### src/include/frv_ex_config.svh
// Build-time sizes of the execute stage
// Data word, register index, micro-op, unit vector, multiplier steps

`ifndef FRV_EX_CONFIG_SVH
`define FRV_EX_CONFIG_SVH

// ------------------------------------------------
// Datapath widths
// ------------------------------------------------
`define FRV_XLEN      32   // One data word
`define FRV_REG_W     5    // GPR index
`define FRV_UOP_W     5    // Micro-op code
`define FRV_FU_W      5    // One-hot unit vector

// ------------------------------------------------
// Multiplier
// ------------------------------------------------
`define FRV_MUL_STEPS 32   // Shift-add iterations per product

`endif

### src/verilog/frv_ex_pkg.sv
// Shared types of the execute stage
// Word, register index, unit vector, micro-op codes, stage-3 control

`include "frv_ex_config.svh"

package frv_ex_pkg;

    typedef logic [`FRV_XLEN-1:0]  word_t;      // One data word
    typedef logic [`FRV_REG_W-1:0] reg_addr_t;  // Register index
    typedef logic [`FRV_FU_W-1:0]  fu_t;        // One-hot unit select

    // Bit positions in fu_t
    localparam int FU_ALU = 0;
    localparam int FU_MUL = 1;
    localparam int FU_LSU = 2;
    localparam int FU_CFU = 3;
    localparam int FU_CSR = 4;

    typedef enum logic [`FRV_UOP_W-1:0] {
        ALU_ADD, ALU_SUB, ALU_XOR, ALU_OR, ALU_AND,        // Arithmetic and logic
        ALU_SLL, ALU_SRL, ALU_SRA,                          // Shifts
        ALU_SLT, ALU_SLTU,                                  // Set less than
        MUL_MUL, MUL_MULH, MUL_MULHU, MUL_MULHSU,           // Multiplier
        LSU_LOAD, LSU_STORE,                                // Memory access
        CFU_BEQ, CFU_BNE, CFU_BLT, CFU_BGE,                 // Signed and equality branches
        CFU_BLTU, CFU_BGEU,                                 // Unsigned branches
        CFU_JALI, CFU_JALR,                                 // Jumps
        CFU_TAKEN, CFU_NOT_TAKEN,                           // Resolved branch outcome
        CSR_OP                                              // CSR access
    } uop_t;

    // Control half of the stage-3 register
    typedef struct packed {
        reg_addr_t   rd;     // Destination register
        uop_t        uop;    // Micro-op, branches resolved
        fu_t         fu;     // Unit
        logic        trap;   // Trap raised earlier
        logic [1:0]  size;   // Instruction size
        logic [31:0] instr;  // Instruction word
    } s3_ctrl_t;

endpackage

### src/verilog/frv_alu.sv
// Combinational integer ALU
// Shared add/subtract, barrel shifter, logic ops, comparator and flags

module frv_alu (
    input  frv_ex_pkg::word_t i_lhs,            // Left operand
    input  frv_ex_pkg::word_t i_rhs,            // Right operand
    input  logic              i_op_add,
    input  logic              i_op_sub,
    input  logic              i_op_xor,
    input  logic              i_op_or,
    input  logic              i_op_and,
    input  logic              i_op_shf,         // Any shift
    input  logic              i_op_shf_left,    // Shift direction
    input  logic              i_op_shf_arith,   // Sign fill on right shift
    input  logic              i_op_cmp,         // Compare, slt or branch
    input  logic              i_op_unsigned,    // Unsigned compare
    output frv_ex_pkg::word_t o_result,
    output frv_ex_pkg::word_t o_add_result,     // Raw adder output
    output logic              o_lt,
    output logic              o_eq
);

    localparam int XL  = $bits(frv_ex_pkg::word_t);
    localparam int SHW = $clog2(XL);

    logic              sub_mode;
    frv_ex_pkg::word_t rhs_addend;
    logic [XL:0]       adder_out;
    logic              lt_signed;
    logic              lt_unsigned;
    logic [SHW-1:0]    shamt;
    frv_ex_pkg::word_t shf_right;
    frv_ex_pkg::word_t shf_result;

    // ------------------------------------------------
    // Adder, subtracts for sub and all compares
    // ------------------------------------------------
    assign sub_mode   = i_op_sub || i_op_cmp;
    assign rhs_addend = sub_mode ? ~i_rhs : i_rhs;                // Two's complement invert
    assign adder_out  = {1'b0, i_lhs} + {1'b0, rhs_addend} + {{XL{1'b0}}, sub_mode};

    assign o_add_result = adder_out[XL-1:0];

    // No borrow out means lhs >= rhs unsigned
    assign lt_unsigned = !adder_out[XL];
    assign lt_signed   = (i_lhs[XL-1] != i_rhs[XL-1]) ? i_lhs[XL-1] :   // Signs differ
                                                        adder_out[XL-1];

    assign o_lt = i_op_unsigned ? lt_unsigned : lt_signed;
    assign o_eq = i_lhs == i_rhs;

    // ------------------------------------------------
    // Shifter
    // ------------------------------------------------
    assign shamt      = i_rhs[SHW-1:0];                           // Low bits only
    assign shf_right  = i_op_shf_arith ? frv_ex_pkg::word_t'($signed(i_lhs) >>> shamt) :
                                         i_lhs >> shamt;
    assign shf_result = i_op_shf_left ? i_lhs << shamt : shf_right;

    // ------------------------------------------------
    // Result select, strobes are one-hot
    // ------------------------------------------------
    assign o_result = {XL{i_op_add || i_op_sub}} & o_add_result        |
                      {XL{i_op_xor}}             & (i_lhs ^ i_rhs)     |
                      {XL{i_op_or}}              & (i_lhs | i_rhs)     |
                      {XL{i_op_and}}             & (i_lhs & i_rhs)     |
                      {XL{i_op_shf}}             & shf_result          |
                      {XL{i_op_cmp}}             & {{(XL-1){1'b0}}, o_lt};

    // Decode upstream must never select two results at once
    always_comb begin
        a_one_result_op : assert ($onehot0({i_op_add, i_op_sub, i_op_xor, i_op_or,
                                            i_op_and, i_op_shf, i_op_cmp}));
    end

endmodule

### src/verilog/frv_imul.sv
// Iterative shift-add multiplier
// Magnitude datapath, one partial product per cycle, sign fix on output

`include "frv_ex_config.svh"

module frv_imul (
    input  logic                     g_clk,
    input  logic                     g_resetn,
    input  logic                     i_valid,        // Multiply offered, held until done
    input  logic                     i_restart,      // Progress or flush
    input  logic                     i_lhs_signed,
    input  logic                     i_rhs_signed,
    input  frv_ex_pkg::word_t        i_rs1,
    input  frv_ex_pkg::word_t        i_rs2,
    output logic                     o_ready,        // Product complete
    output logic [2*`FRV_XLEN-1:0]   o_result
);

    localparam int XL = `FRV_XLEN;
    localparam int CW = $clog2(`FRV_MUL_STEPS + 1);

    logic [CW-1:0]     step_cnt;
    logic [2*XL-1:0]   acc;                          // {partial sum, remaining multiplier}
    logic              lhs_neg;
    logic              rhs_neg;
    frv_ex_pkg::word_t lhs_mag;
    frv_ex_pkg::word_t rhs_mag;
    frv_ex_pkg::word_t lo_in;
    frv_ex_pkg::word_t hi_in;
    logic [XL:0]       partial;
    logic              step;

    // ------------------------------------------------
    // Operand magnitudes, inputs stable while busy
    // ------------------------------------------------
    assign lhs_neg = i_lhs_signed && i_rs1[XL-1];
    assign rhs_neg = i_rhs_signed && i_rs2[XL-1];
    assign lhs_mag = lhs_neg ? -i_rs1 : i_rs1;
    assign rhs_mag = rhs_neg ? -i_rs2 : i_rs2;

    assign o_ready = step_cnt == CW'(`FRV_MUL_STEPS);
    assign step    = i_valid && !o_ready;

    // First step seeds the multiplier into the low half
    assign lo_in   = (step_cnt == '0) ? rhs_mag : acc[XL-1:0];
    assign hi_in   = (step_cnt == '0) ? '0      : acc[2*XL-1:XL];
    assign partial = {1'b0, hi_in} + (lo_in[0] ? {1'b0, lhs_mag} : '0);

    always_ff @(posedge g_clk) begin
        if (!g_resetn) begin
            step_cnt <= '0;
        end else if (i_restart) begin
            step_cnt <= '0;                          // Abandon or retire
        end else if (step) begin
            step_cnt <= step_cnt + 1'b1;
        end
    end

    always_ff @(posedge g_clk) begin
        if (step) begin
            acc <= {partial, lo_in[XL-1:1]};         // Add then shift right
        end
    end

    assign o_result = (lhs_neg ^ rhs_neg) ? -acc : acc;   // Restore sign

    // ------------------------------------------------
    // Checks
    // ------------------------------------------------
    a_ready_needs_valid : assert property (@(posedge g_clk) disable iff (!g_resetn)
        $rose(o_ready) |-> $past(i_valid));

    a_cnt_in_range : assert property (@(posedge g_clk) disable iff (!g_resetn)
        step_cnt <= CW'(`FRV_MUL_STEPS));

endmodule

### src/verilog/frv_pipeline_execute.sv
// Execute stage of the integer pipeline
// Unit decode, ALU and multiplier, branch resolve, result select,
// stall logic, forwarding and the stage-3 registers

module frv_pipeline_execute (
    input  logic                   g_clk,
    input  logic                   g_resetn,
    input  frv_ex_pkg::reg_addr_t  i_s2_rd,          // Destination register
    input  frv_ex_pkg::word_t      i_s2_opr_a,
    input  frv_ex_pkg::word_t      i_s2_opr_b,
    input  frv_ex_pkg::word_t      i_s2_opr_c,
    input  frv_ex_pkg::uop_t       i_s2_uop,
    input  frv_ex_pkg::fu_t        i_s2_fu,          // One-hot unit
    input  logic                   i_s2_trap,
    input  logic [1:0]             i_s2_size,
    input  logic [31:0]            i_s2_instr,
    input  logic                   i_s2_valid,
    output logic                   o_s2_busy,
    input  logic                   i_flush,
    output frv_ex_pkg::reg_addr_t  o_fwd_s2_rd,
    output frv_ex_pkg::word_t      o_fwd_s2_wdata,
    output logic                   o_fwd_s2_load,
    output logic                   o_fwd_s2_csr,
    output frv_ex_pkg::reg_addr_t  o_s3_rd,
    output frv_ex_pkg::word_t      o_s3_opr_a,
    output frv_ex_pkg::word_t      o_s3_opr_b,
    output frv_ex_pkg::uop_t       o_s3_uop,
    output frv_ex_pkg::fu_t        o_s3_fu,
    output logic                   o_s3_trap,
    output logic [1:0]             o_s3_size,
    output logic [31:0]            o_s3_instr,
    output logic                   o_s3_valid,
    input  logic                   i_s3_busy
);

    localparam int XL = $bits(frv_ex_pkg::word_t);

    logic fu_alu, fu_mul, fu_lsu, fu_cfu, fu_csr;
    logic progress;
    logic ctrl_busy;

    assign fu_alu = i_s2_fu[frv_ex_pkg::FU_ALU];
    assign fu_mul = i_s2_fu[frv_ex_pkg::FU_MUL];
    assign fu_lsu = i_s2_fu[frv_ex_pkg::FU_LSU];
    assign fu_cfu = i_s2_fu[frv_ex_pkg::FU_CFU];
    assign fu_csr = i_s2_fu[frv_ex_pkg::FU_CSR];

    // ------------------------------------------------
    // Branch decode
    // ------------------------------------------------
    logic cond_beq, cond_bne, cond_blt, cond_bge, cond_bltu, cond_bgeu;
    logic cfu_cond, cfu_jalr, cfu_taken;

    assign cond_beq  = fu_cfu && i_s2_uop == frv_ex_pkg::CFU_BEQ;
    assign cond_bne  = fu_cfu && i_s2_uop == frv_ex_pkg::CFU_BNE;
    assign cond_blt  = fu_cfu && i_s2_uop == frv_ex_pkg::CFU_BLT;
    assign cond_bge  = fu_cfu && i_s2_uop == frv_ex_pkg::CFU_BGE;
    assign cond_bltu = fu_cfu && i_s2_uop == frv_ex_pkg::CFU_BLTU;
    assign cond_bgeu = fu_cfu && i_s2_uop == frv_ex_pkg::CFU_BGEU;
    assign cfu_cond  = cond_beq || cond_bne || cond_blt || cond_bge || cond_bltu || cond_bgeu;
    assign cfu_jalr  = fu_cfu && i_s2_uop == frv_ex_pkg::CFU_JALR;

    // ------------------------------------------------
    // ALU
    // ------------------------------------------------
    frv_ex_pkg::word_t alu_result, alu_add_result;
    logic              alu_lt, alu_eq;

    frv_alu u_alu (
        .i_lhs          (i_s2_opr_a),
        .i_rhs          (i_s2_opr_b),
        .i_op_add       (fu_alu && i_s2_uop == frv_ex_pkg::ALU_ADD),
        .i_op_sub       (fu_alu && i_s2_uop == frv_ex_pkg::ALU_SUB),
        .i_op_xor       (fu_alu && i_s2_uop == frv_ex_pkg::ALU_XOR),
        .i_op_or        (fu_alu && i_s2_uop == frv_ex_pkg::ALU_OR),
        .i_op_and       (fu_alu && i_s2_uop == frv_ex_pkg::ALU_AND),
        .i_op_shf       (fu_alu && (i_s2_uop == frv_ex_pkg::ALU_SLL ||
                                    i_s2_uop == frv_ex_pkg::ALU_SRL ||
                                    i_s2_uop == frv_ex_pkg::ALU_SRA)),
        .i_op_shf_left  (fu_alu && i_s2_uop == frv_ex_pkg::ALU_SLL),
        .i_op_shf_arith (fu_alu && i_s2_uop == frv_ex_pkg::ALU_SRA),
        .i_op_cmp       (fu_alu && (i_s2_uop == frv_ex_pkg::ALU_SLT ||
                                    i_s2_uop == frv_ex_pkg::ALU_SLTU) || cfu_cond),
        .i_op_unsigned  (fu_alu && i_s2_uop == frv_ex_pkg::ALU_SLTU ||
                         cond_bltu || cond_bgeu),       // Branches reuse comparator
        .o_result       (alu_result),
        .o_add_result   (alu_add_result),
        .o_lt           (alu_lt),
        .o_eq           (alu_eq)
    );

    // lt already follows the unsigned strobe
    assign cfu_taken = cond_beq && alu_eq  || cond_bne && !alu_eq ||
                       (cond_blt || cond_bltu) && alu_lt ||
                       (cond_bge || cond_bgeu) && !alu_lt;

    // ------------------------------------------------
    // Multiplier
    // ------------------------------------------------
    logic              mul_valid;
    logic              imul_ready;
    logic [2*XL-1:0]   imul_product;
    frv_ex_pkg::word_t mul_result;

    assign mul_valid = i_s2_valid && fu_mul;                    // Multiply actually offered

    frv_imul u_imul (
        .g_clk        (g_clk),
        .g_resetn     (g_resetn),
        .i_valid      (mul_valid),
        .i_restart    (progress || i_flush),
        .i_lhs_signed (i_s2_uop != frv_ex_pkg::MUL_MULHU),     // mul, mulh, mulhsu
        .i_rhs_signed (i_s2_uop == frv_ex_pkg::MUL_MUL ||
                       i_s2_uop == frv_ex_pkg::MUL_MULH),
        .i_rs1        (i_s2_opr_a),
        .i_rs2        (i_s2_opr_b),
        .o_ready      (imul_ready),
        .o_result     (imul_product)
    );

    assign mul_result = (i_s2_uop == frv_ex_pkg::MUL_MUL) ? imul_product[XL-1:0] :
                                                             imul_product[2*XL-1:XL];

    // ------------------------------------------------
    // Result select and stall
    // ------------------------------------------------
    frv_ex_pkg::word_t   n_s3_opr_a, cfu_target;
    frv_ex_pkg::uop_t    n_s3_uop;
    frv_ex_pkg::s3_ctrl_t n_s3_ctrl, s3_ctrl;
    logic                lsu_store;

    assign cfu_target = cfu_jalr ? {alu_add_result[XL-1:1], 1'b0} :
                                   {i_s2_opr_c[XL-1:1], 1'b0};     // Precomputed by decode

    assign n_s3_opr_a = {XL{fu_alu}} & alu_result     |
                        {XL{fu_mul}} & mul_result     |
                        {XL{fu_lsu}} & alu_add_result |   // Effective address
                        {XL{fu_cfu}} & cfu_target     |
                        {XL{fu_csr}} & i_s2_opr_a;

    assign n_s3_uop = !cfu_cond ? i_s2_uop :
                      cfu_taken ? frv_ex_pkg::CFU_TAKEN : frv_ex_pkg::CFU_NOT_TAKEN;

    assign lsu_store = fu_lsu && i_s2_uop == frv_ex_pkg::LSU_STORE;

    assign o_s2_busy = ctrl_busy || mul_valid && !imul_ready;
    assign progress  = i_s2_valid && !o_s2_busy;

    assign n_s3_ctrl = '{rd: i_s2_rd, uop: n_s3_uop, fu: i_s2_fu, trap: i_s2_trap,
                         size: i_s2_size, instr: i_s2_instr};

    // Forwarding sees the value about to enter stage 3
    assign o_fwd_s2_rd    = i_s2_rd;
    assign o_fwd_s2_wdata = n_s3_opr_a;
    assign o_fwd_s2_load  = fu_lsu && i_s2_uop == frv_ex_pkg::LSU_LOAD;
    assign o_fwd_s2_csr   = fu_csr;

    // ------------------------------------------------
    // Stage-3 registers
    // ------------------------------------------------
    frv_pipeline_register #(.payload_t(frv_ex_pkg::s3_ctrl_t)) u_ctrl_reg (
        .g_clk (g_clk), .g_resetn (g_resetn),
        .i_valid (progress), .i_data (n_s3_ctrl), .o_busy (ctrl_busy),
        .i_flush (i_flush), .o_data (s3_ctrl), .o_valid (o_s3_valid), .i_busy (i_s3_busy)
    );

    frv_pipeline_register #(.payload_t(frv_ex_pkg::word_t)) u_opr_a_reg (
        .g_clk (g_clk), .g_resetn (g_resetn),
        .i_valid (progress), .i_data (n_s3_opr_a), .o_busy (),
        .i_flush (i_flush), .o_data (o_s3_opr_a), .o_valid (), .i_busy (i_s3_busy)
    );

    // Store data or CSR write value
    frv_pipeline_register #(.payload_t(frv_ex_pkg::word_t)) u_opr_b_reg (
        .g_clk (g_clk), .g_resetn (g_resetn),
        .i_valid (progress && (lsu_store || fu_csr)), .i_data (i_s2_opr_c), .o_busy (),
        .i_flush (i_flush), .o_data (o_s3_opr_b), .o_valid (), .i_busy (i_s3_busy)
    );

    assign o_s3_rd    = s3_ctrl.rd;
    assign o_s3_uop   = s3_ctrl.uop;
    assign o_s3_fu    = s3_ctrl.fu;
    assign o_s3_trap  = s3_ctrl.trap;
    assign o_s3_size  = s3_ctrl.size;
    assign o_s3_instr = s3_ctrl.instr;

endmodule

### src/verilog/frv_pipeline_register.sv
// Valid/busy pipeline register
// Payload type is a parameter, flush clears valid and data

module frv_pipeline_register #(
    parameter type payload_t = logic
) (
    input  logic     g_clk,
    input  logic     g_resetn,
    input  logic     i_valid,       // Upstream offers data
    input  payload_t i_data,
    output logic     o_busy,        // Upstream must hold
    input  logic     i_flush,
    output payload_t o_data,
    output logic     o_valid,
    input  logic     i_busy         // Downstream stalled
);

    logic load;

    assign o_busy = o_valid && i_busy;
    assign load   = i_valid && !o_busy;

    always_ff @(posedge g_clk) begin
        if (!g_resetn) begin
            o_valid <= 1'b0;
        end else if (i_flush) begin
            o_valid <= 1'b0;
        end else if (load) begin
            o_valid <= 1'b1;
        end else if (!i_busy) begin
            o_valid <= 1'b0;        // Consumed, nothing new
        end
    end

    always_ff @(posedge g_clk) begin
        if (i_flush) begin
            o_data <= '0;
        end else if (load) begin
            o_data <= i_data;
        end
    end

    // Stalled output must not move under the consumer
    a_hold_when_stalled : assert property (@(posedge g_clk) disable iff (!g_resetn)
        (o_valid && i_busy && !i_flush) |=> $stable(o_data));

endmodule
### config.mk
export PLATFORM = sky130hd
export DESIGN_NAME = frv_pipeline_execute
export DESIGN_NICKNAME = d
export VERILOG_FILES = /design/src/verilog/frv_ex_pkg.sv /design/src/verilog/frv_alu.sv /design/src/verilog/frv_imul.sv /design/src/verilog/frv_pipeline_execute.sv /design/src/verilog/frv_pipeline_register.sv
export VERILOG_INCLUDE_DIRS = /design/src /design/src/include
export SDC_FILE = /design/constraint.sdc
export NUM_CORES = 1
export LEC_CHECK = 0
export BUFFER_PORTS_ARGS = -buffer_cell sky130_fd_sc_hd__buf_4
export CORE_ASPECT_RATIO = 0.7
export CORE_MARGIN = 5
export CORE_UTILIZATION = 40
export DETAILED_ROUTE_END_ITERATION = 6
export PLACE_DENSITY = 0.71
export SLEW_MARGIN = 5
export SYNTH_ARGS = -nofsm -noshare
export SYNTH_HDL_FRONTEND = slang
export SYNTH_SLANG_ARGS = --single-unit
### constraint.sdc
create_clock -name g_clk -period 10.7 [get_ports g_clk]
set_input_delay 0.535 -clock g_clk [delete_from_list [all_inputs] [get_ports g_clk]]
set_output_delay 0.535 -clock g_clk [all_outputs]
set_load 0.005 [all_outputs]
==> flow_metrics.py <==
metrics = {
    "status": {
        "status": "finished, violations left",
        "violations": "capacitance limit",
    },
    "sta": {
        "tightest_slew_ns": 1.45,
        "period_needed_ns": 6.13,
        "rsz0062_at_grt": "no",
        "slew_violations": 0,
        "finalCritPeriodShare_pct": 57.3,
        "slew-limit-headroom_pct": 2.16,
        "setup_viol": 0,
        "finalSetupTns_ns": 0,
        "fin_skew_ns": 0.0244,
        "finalHoldViolCount": 0,
        "max_freq_mhz": 163,
    },
    "die": {
        "fp.dieArea_sq_um": 54900,
        "core_sq_um": 49500,
        "io_pins": 306,
        "die_w_um": 278,
        "die_y_um": 198,
        "rows": 68,
        "start_util_pct": 40.6,
    },
    "layout": {
        "final_cell_mix": "buf_4 (340), nor2_1 (317), nand2_1 (304), a21oi_1 (266), xnor2_1 (155)",
        "layout_commonest_cell": "buf_4",
        "final_nets": 3044,
        "seqCellArea_sq_um": 4380,
        "fillers": 4950,
        "drive_above_1_share_pct": 18.3,
        "syn_to_final_growth_pct": 16.4,
        "multi_input_area_sq_um": 14600,
        "finalNonFillerCells": 3431,
    },
    "drt": {
        "ant_nets": 0,
        "drt_iter0_markers": 3287,
        "remaining_drc_errors": 0,
        "via_per_inst": 6.46,
        "dr.pass1.iters": 7,
        "via_count": 22154,
        "wl_per_cell_um": 29.0,
        "routed_wirelength_um": 99400,
    },
    "logic_synthesis": {
        "yosysWarnings": 0,
        "synth-seq-area-share_pct": 21.8,
        "synth_area_sq_um": 20100,
        "synth_edf_count": 64,
        "synth_async_sr_flop_share_pct": 0,
        "synth-seq-cells": 187,
        "syn_avg_cell_area_sq_um": 7.76,
        "synthesis.instances": 2591,
        "ys.flop_type": "dfxtp_1",
        "synth_nets": 2883,
        "yosysUniqueCellTypes": 93,
    },
    "power": {
        "ir_worst_vdd_mv": 0.0980,
        "p_per_area_nw_per_um2": 110,
        "p_total_mw": 2.57,
        "p_leak_nw": 9.42,
    },
    "global_route": {
        "grt_pass1_wl_um": 141000,
        "grt_overflow": 0,
        "grt_pass1_vias": 20882,
        "grt_max_degree": 95,
        "antenna_found_initial": 9,
        "grt_usage_pct": 34.3,
    },
    "cts": {
        "htree_levels": 4,
        "clk_pin_slew_ns": 0.09,
        "cts_tree": "done",
        "postCtsResizedCells": 0,
        "cts-root-buf": "clkbuf_16",
        "post_cts_buffers": 0,
        "worst_skew_pair.late_latency_ns": 0.50,
        "cts_hold_buf": 0,
        "clk_path_buf_depth": 2,
        "cts-buffers-inserted": 17,
        "clock_sink_count": 187,
    },
    "place": {
        "dp_cells": 3398,
        "dp_hpwl_um": 75900,
        "io_buffers": 305,
        "gp_congestion": 1.01,
    },
    "setup_path": {
        "endpoint_kind": "primary output",
        "crit_type": "in -> out",
        "critical_path.max_fanout": 32,
        "required_ns": 10.17,
        "startpoint_type": "primary input",
        "cp_data_arrival_time_ns": 5.60,
    },
    "flow_run": {
        "drv_cap": 1,
    },
    "worst_hold_path": {
        "hp-class": "in -> reg",
    },
}
## registers in the layout, summed over array words and instances (netlist names)
signal,flops
u_imul.acc,64
u_opr_b_reg.o_data,32
u_imul.step_cnt,6
u_opr_a_reg.o_valid,1
u_opr_b_reg.o_valid,1
u_ctrl_reg.o_data,50
u_opr_a_reg.o_data,32
u_ctrl_reg.o_valid,1
## per-layer routing
layer  part of all wire (%)  wire [um]  vias up  global-route usage [%]
met2                     43      42700     1389                    51.9
met4                    4.6       4600        8                    13.6
met1                     40      39900    10733                    45.7
li1                       -          -     9756                       -
met3                     12      12200      268                    11.0
met5                  0.033         33        -                       0
## critical path, stage by stage
cell	delay [ns]
buf_4	0.16
or4b_4	0.59
o22ai_4	0.11
buf_4	0.51
xnor2_1	0.19
ha_1	0.30
a211oi_1	0.52
o221ai_2	0.22
a41oi_1	0.43
nor2_1	0.17
a311oi_1	0.30
a21oi_1	0.08
xor2_1	0.20
o311ai_0	0.95
nand2_1	0.13
buf_4	0.18
## power by group
group          switching, mW  leakage, nW  internal (mW)
clock                  0.399        0.309          0.331
combinational          0.625         7.49          0.397
sequential            0.0326         1.62          0.782
## cells in the mapped netlist (16+ instances only)
library cell	n	area share, %
a211oi_1	29	1.1
a21o_1	22	0.82
a21oi_1	269	6.7
a221oi_1	18	0.78
a222oi_1	21	1.0
a31oi_1	37	1.2
and2_1	16	0.50
buf_1	21	0.39
buf_2	19	0.47
clkbuf_1	144	2.7
dfxtp_1	123	12
edfxtp_1	64	9.6
ha_1	139	8.6
inv_1	104	1.9
mux2i_1	31	1.5
mux4_2	71	8.0
nand2_1	305	5.7
nand3_1	35	0.87
nand4_1	27	0.84
nor2_1	318	5.9
nor2b_1	35	1.1
nor3_1	60	1.5
nor4_1	29	0.90
o211ai_1	36	1.3
o21a_1	27	1.0
o21ai_0	111	2.8
or3_1	19	0.59
xnor2_1	155	6.8
xor2_1	42	1.8
## cell families after synthesis
kind of cell	share of synthesized area [%]
AND/OR/NAND/NOR	20.8
AO/OA/AOI/OAI	23.5
buffers and inverters	6.13
XOR/XNOR	8.74
flip-flops	21.8
adder cells (fa/ha/maj)	8.85
multiplexers	10.2
## cell type report
| class | instances | share of cell area [%] |
|---|---|---|
| clock buffers | 17 | 1.82 |
| clock inverters | 15 | 0.930 |
| multi-input cells | 2099 | 62.3 |
| flip-flops and latches | 187 | 18.7 |
| well taps | 665 | 3.55 |
| diodes | 1 | 0.0107 |
| repair buffers | 340 | 10.9 |
| inverters | 107 | 1.72 |
## through the flow
step                      util, %  cell area (sq um)  hold slack (ns)  setup slack (ns)
after floorplan                 -              20100            0.448              5.00
after global placement       46.0              22800            0.442              4.80
after detailed placement     46.0              22800            0.446              4.83
after CTS                    47.3              23400            0.261              4.79
after global routing         47.3              23400            0.280              4.43
final                        47.3              23400            0.279              4.57
## final timing paths
path	depth (start not counted)	endpoint	from	slack, ns
max	16	o_fwd_s2_wdata[0]	i_s2_uop[4]	4.57
min	3	u_ctrl_reg.o_data[31]	i_s2_instr[31]	0.28
max reg2reg	17	u_imul.acc[62]	u_imul.step_cnt[0]	5.00
min reg2reg	2	u_ctrl_reg.o_data[10]	u_ctrl_reg.o_data[10]	0.46
Note: power is estimated with default switching activity, not from simulation.
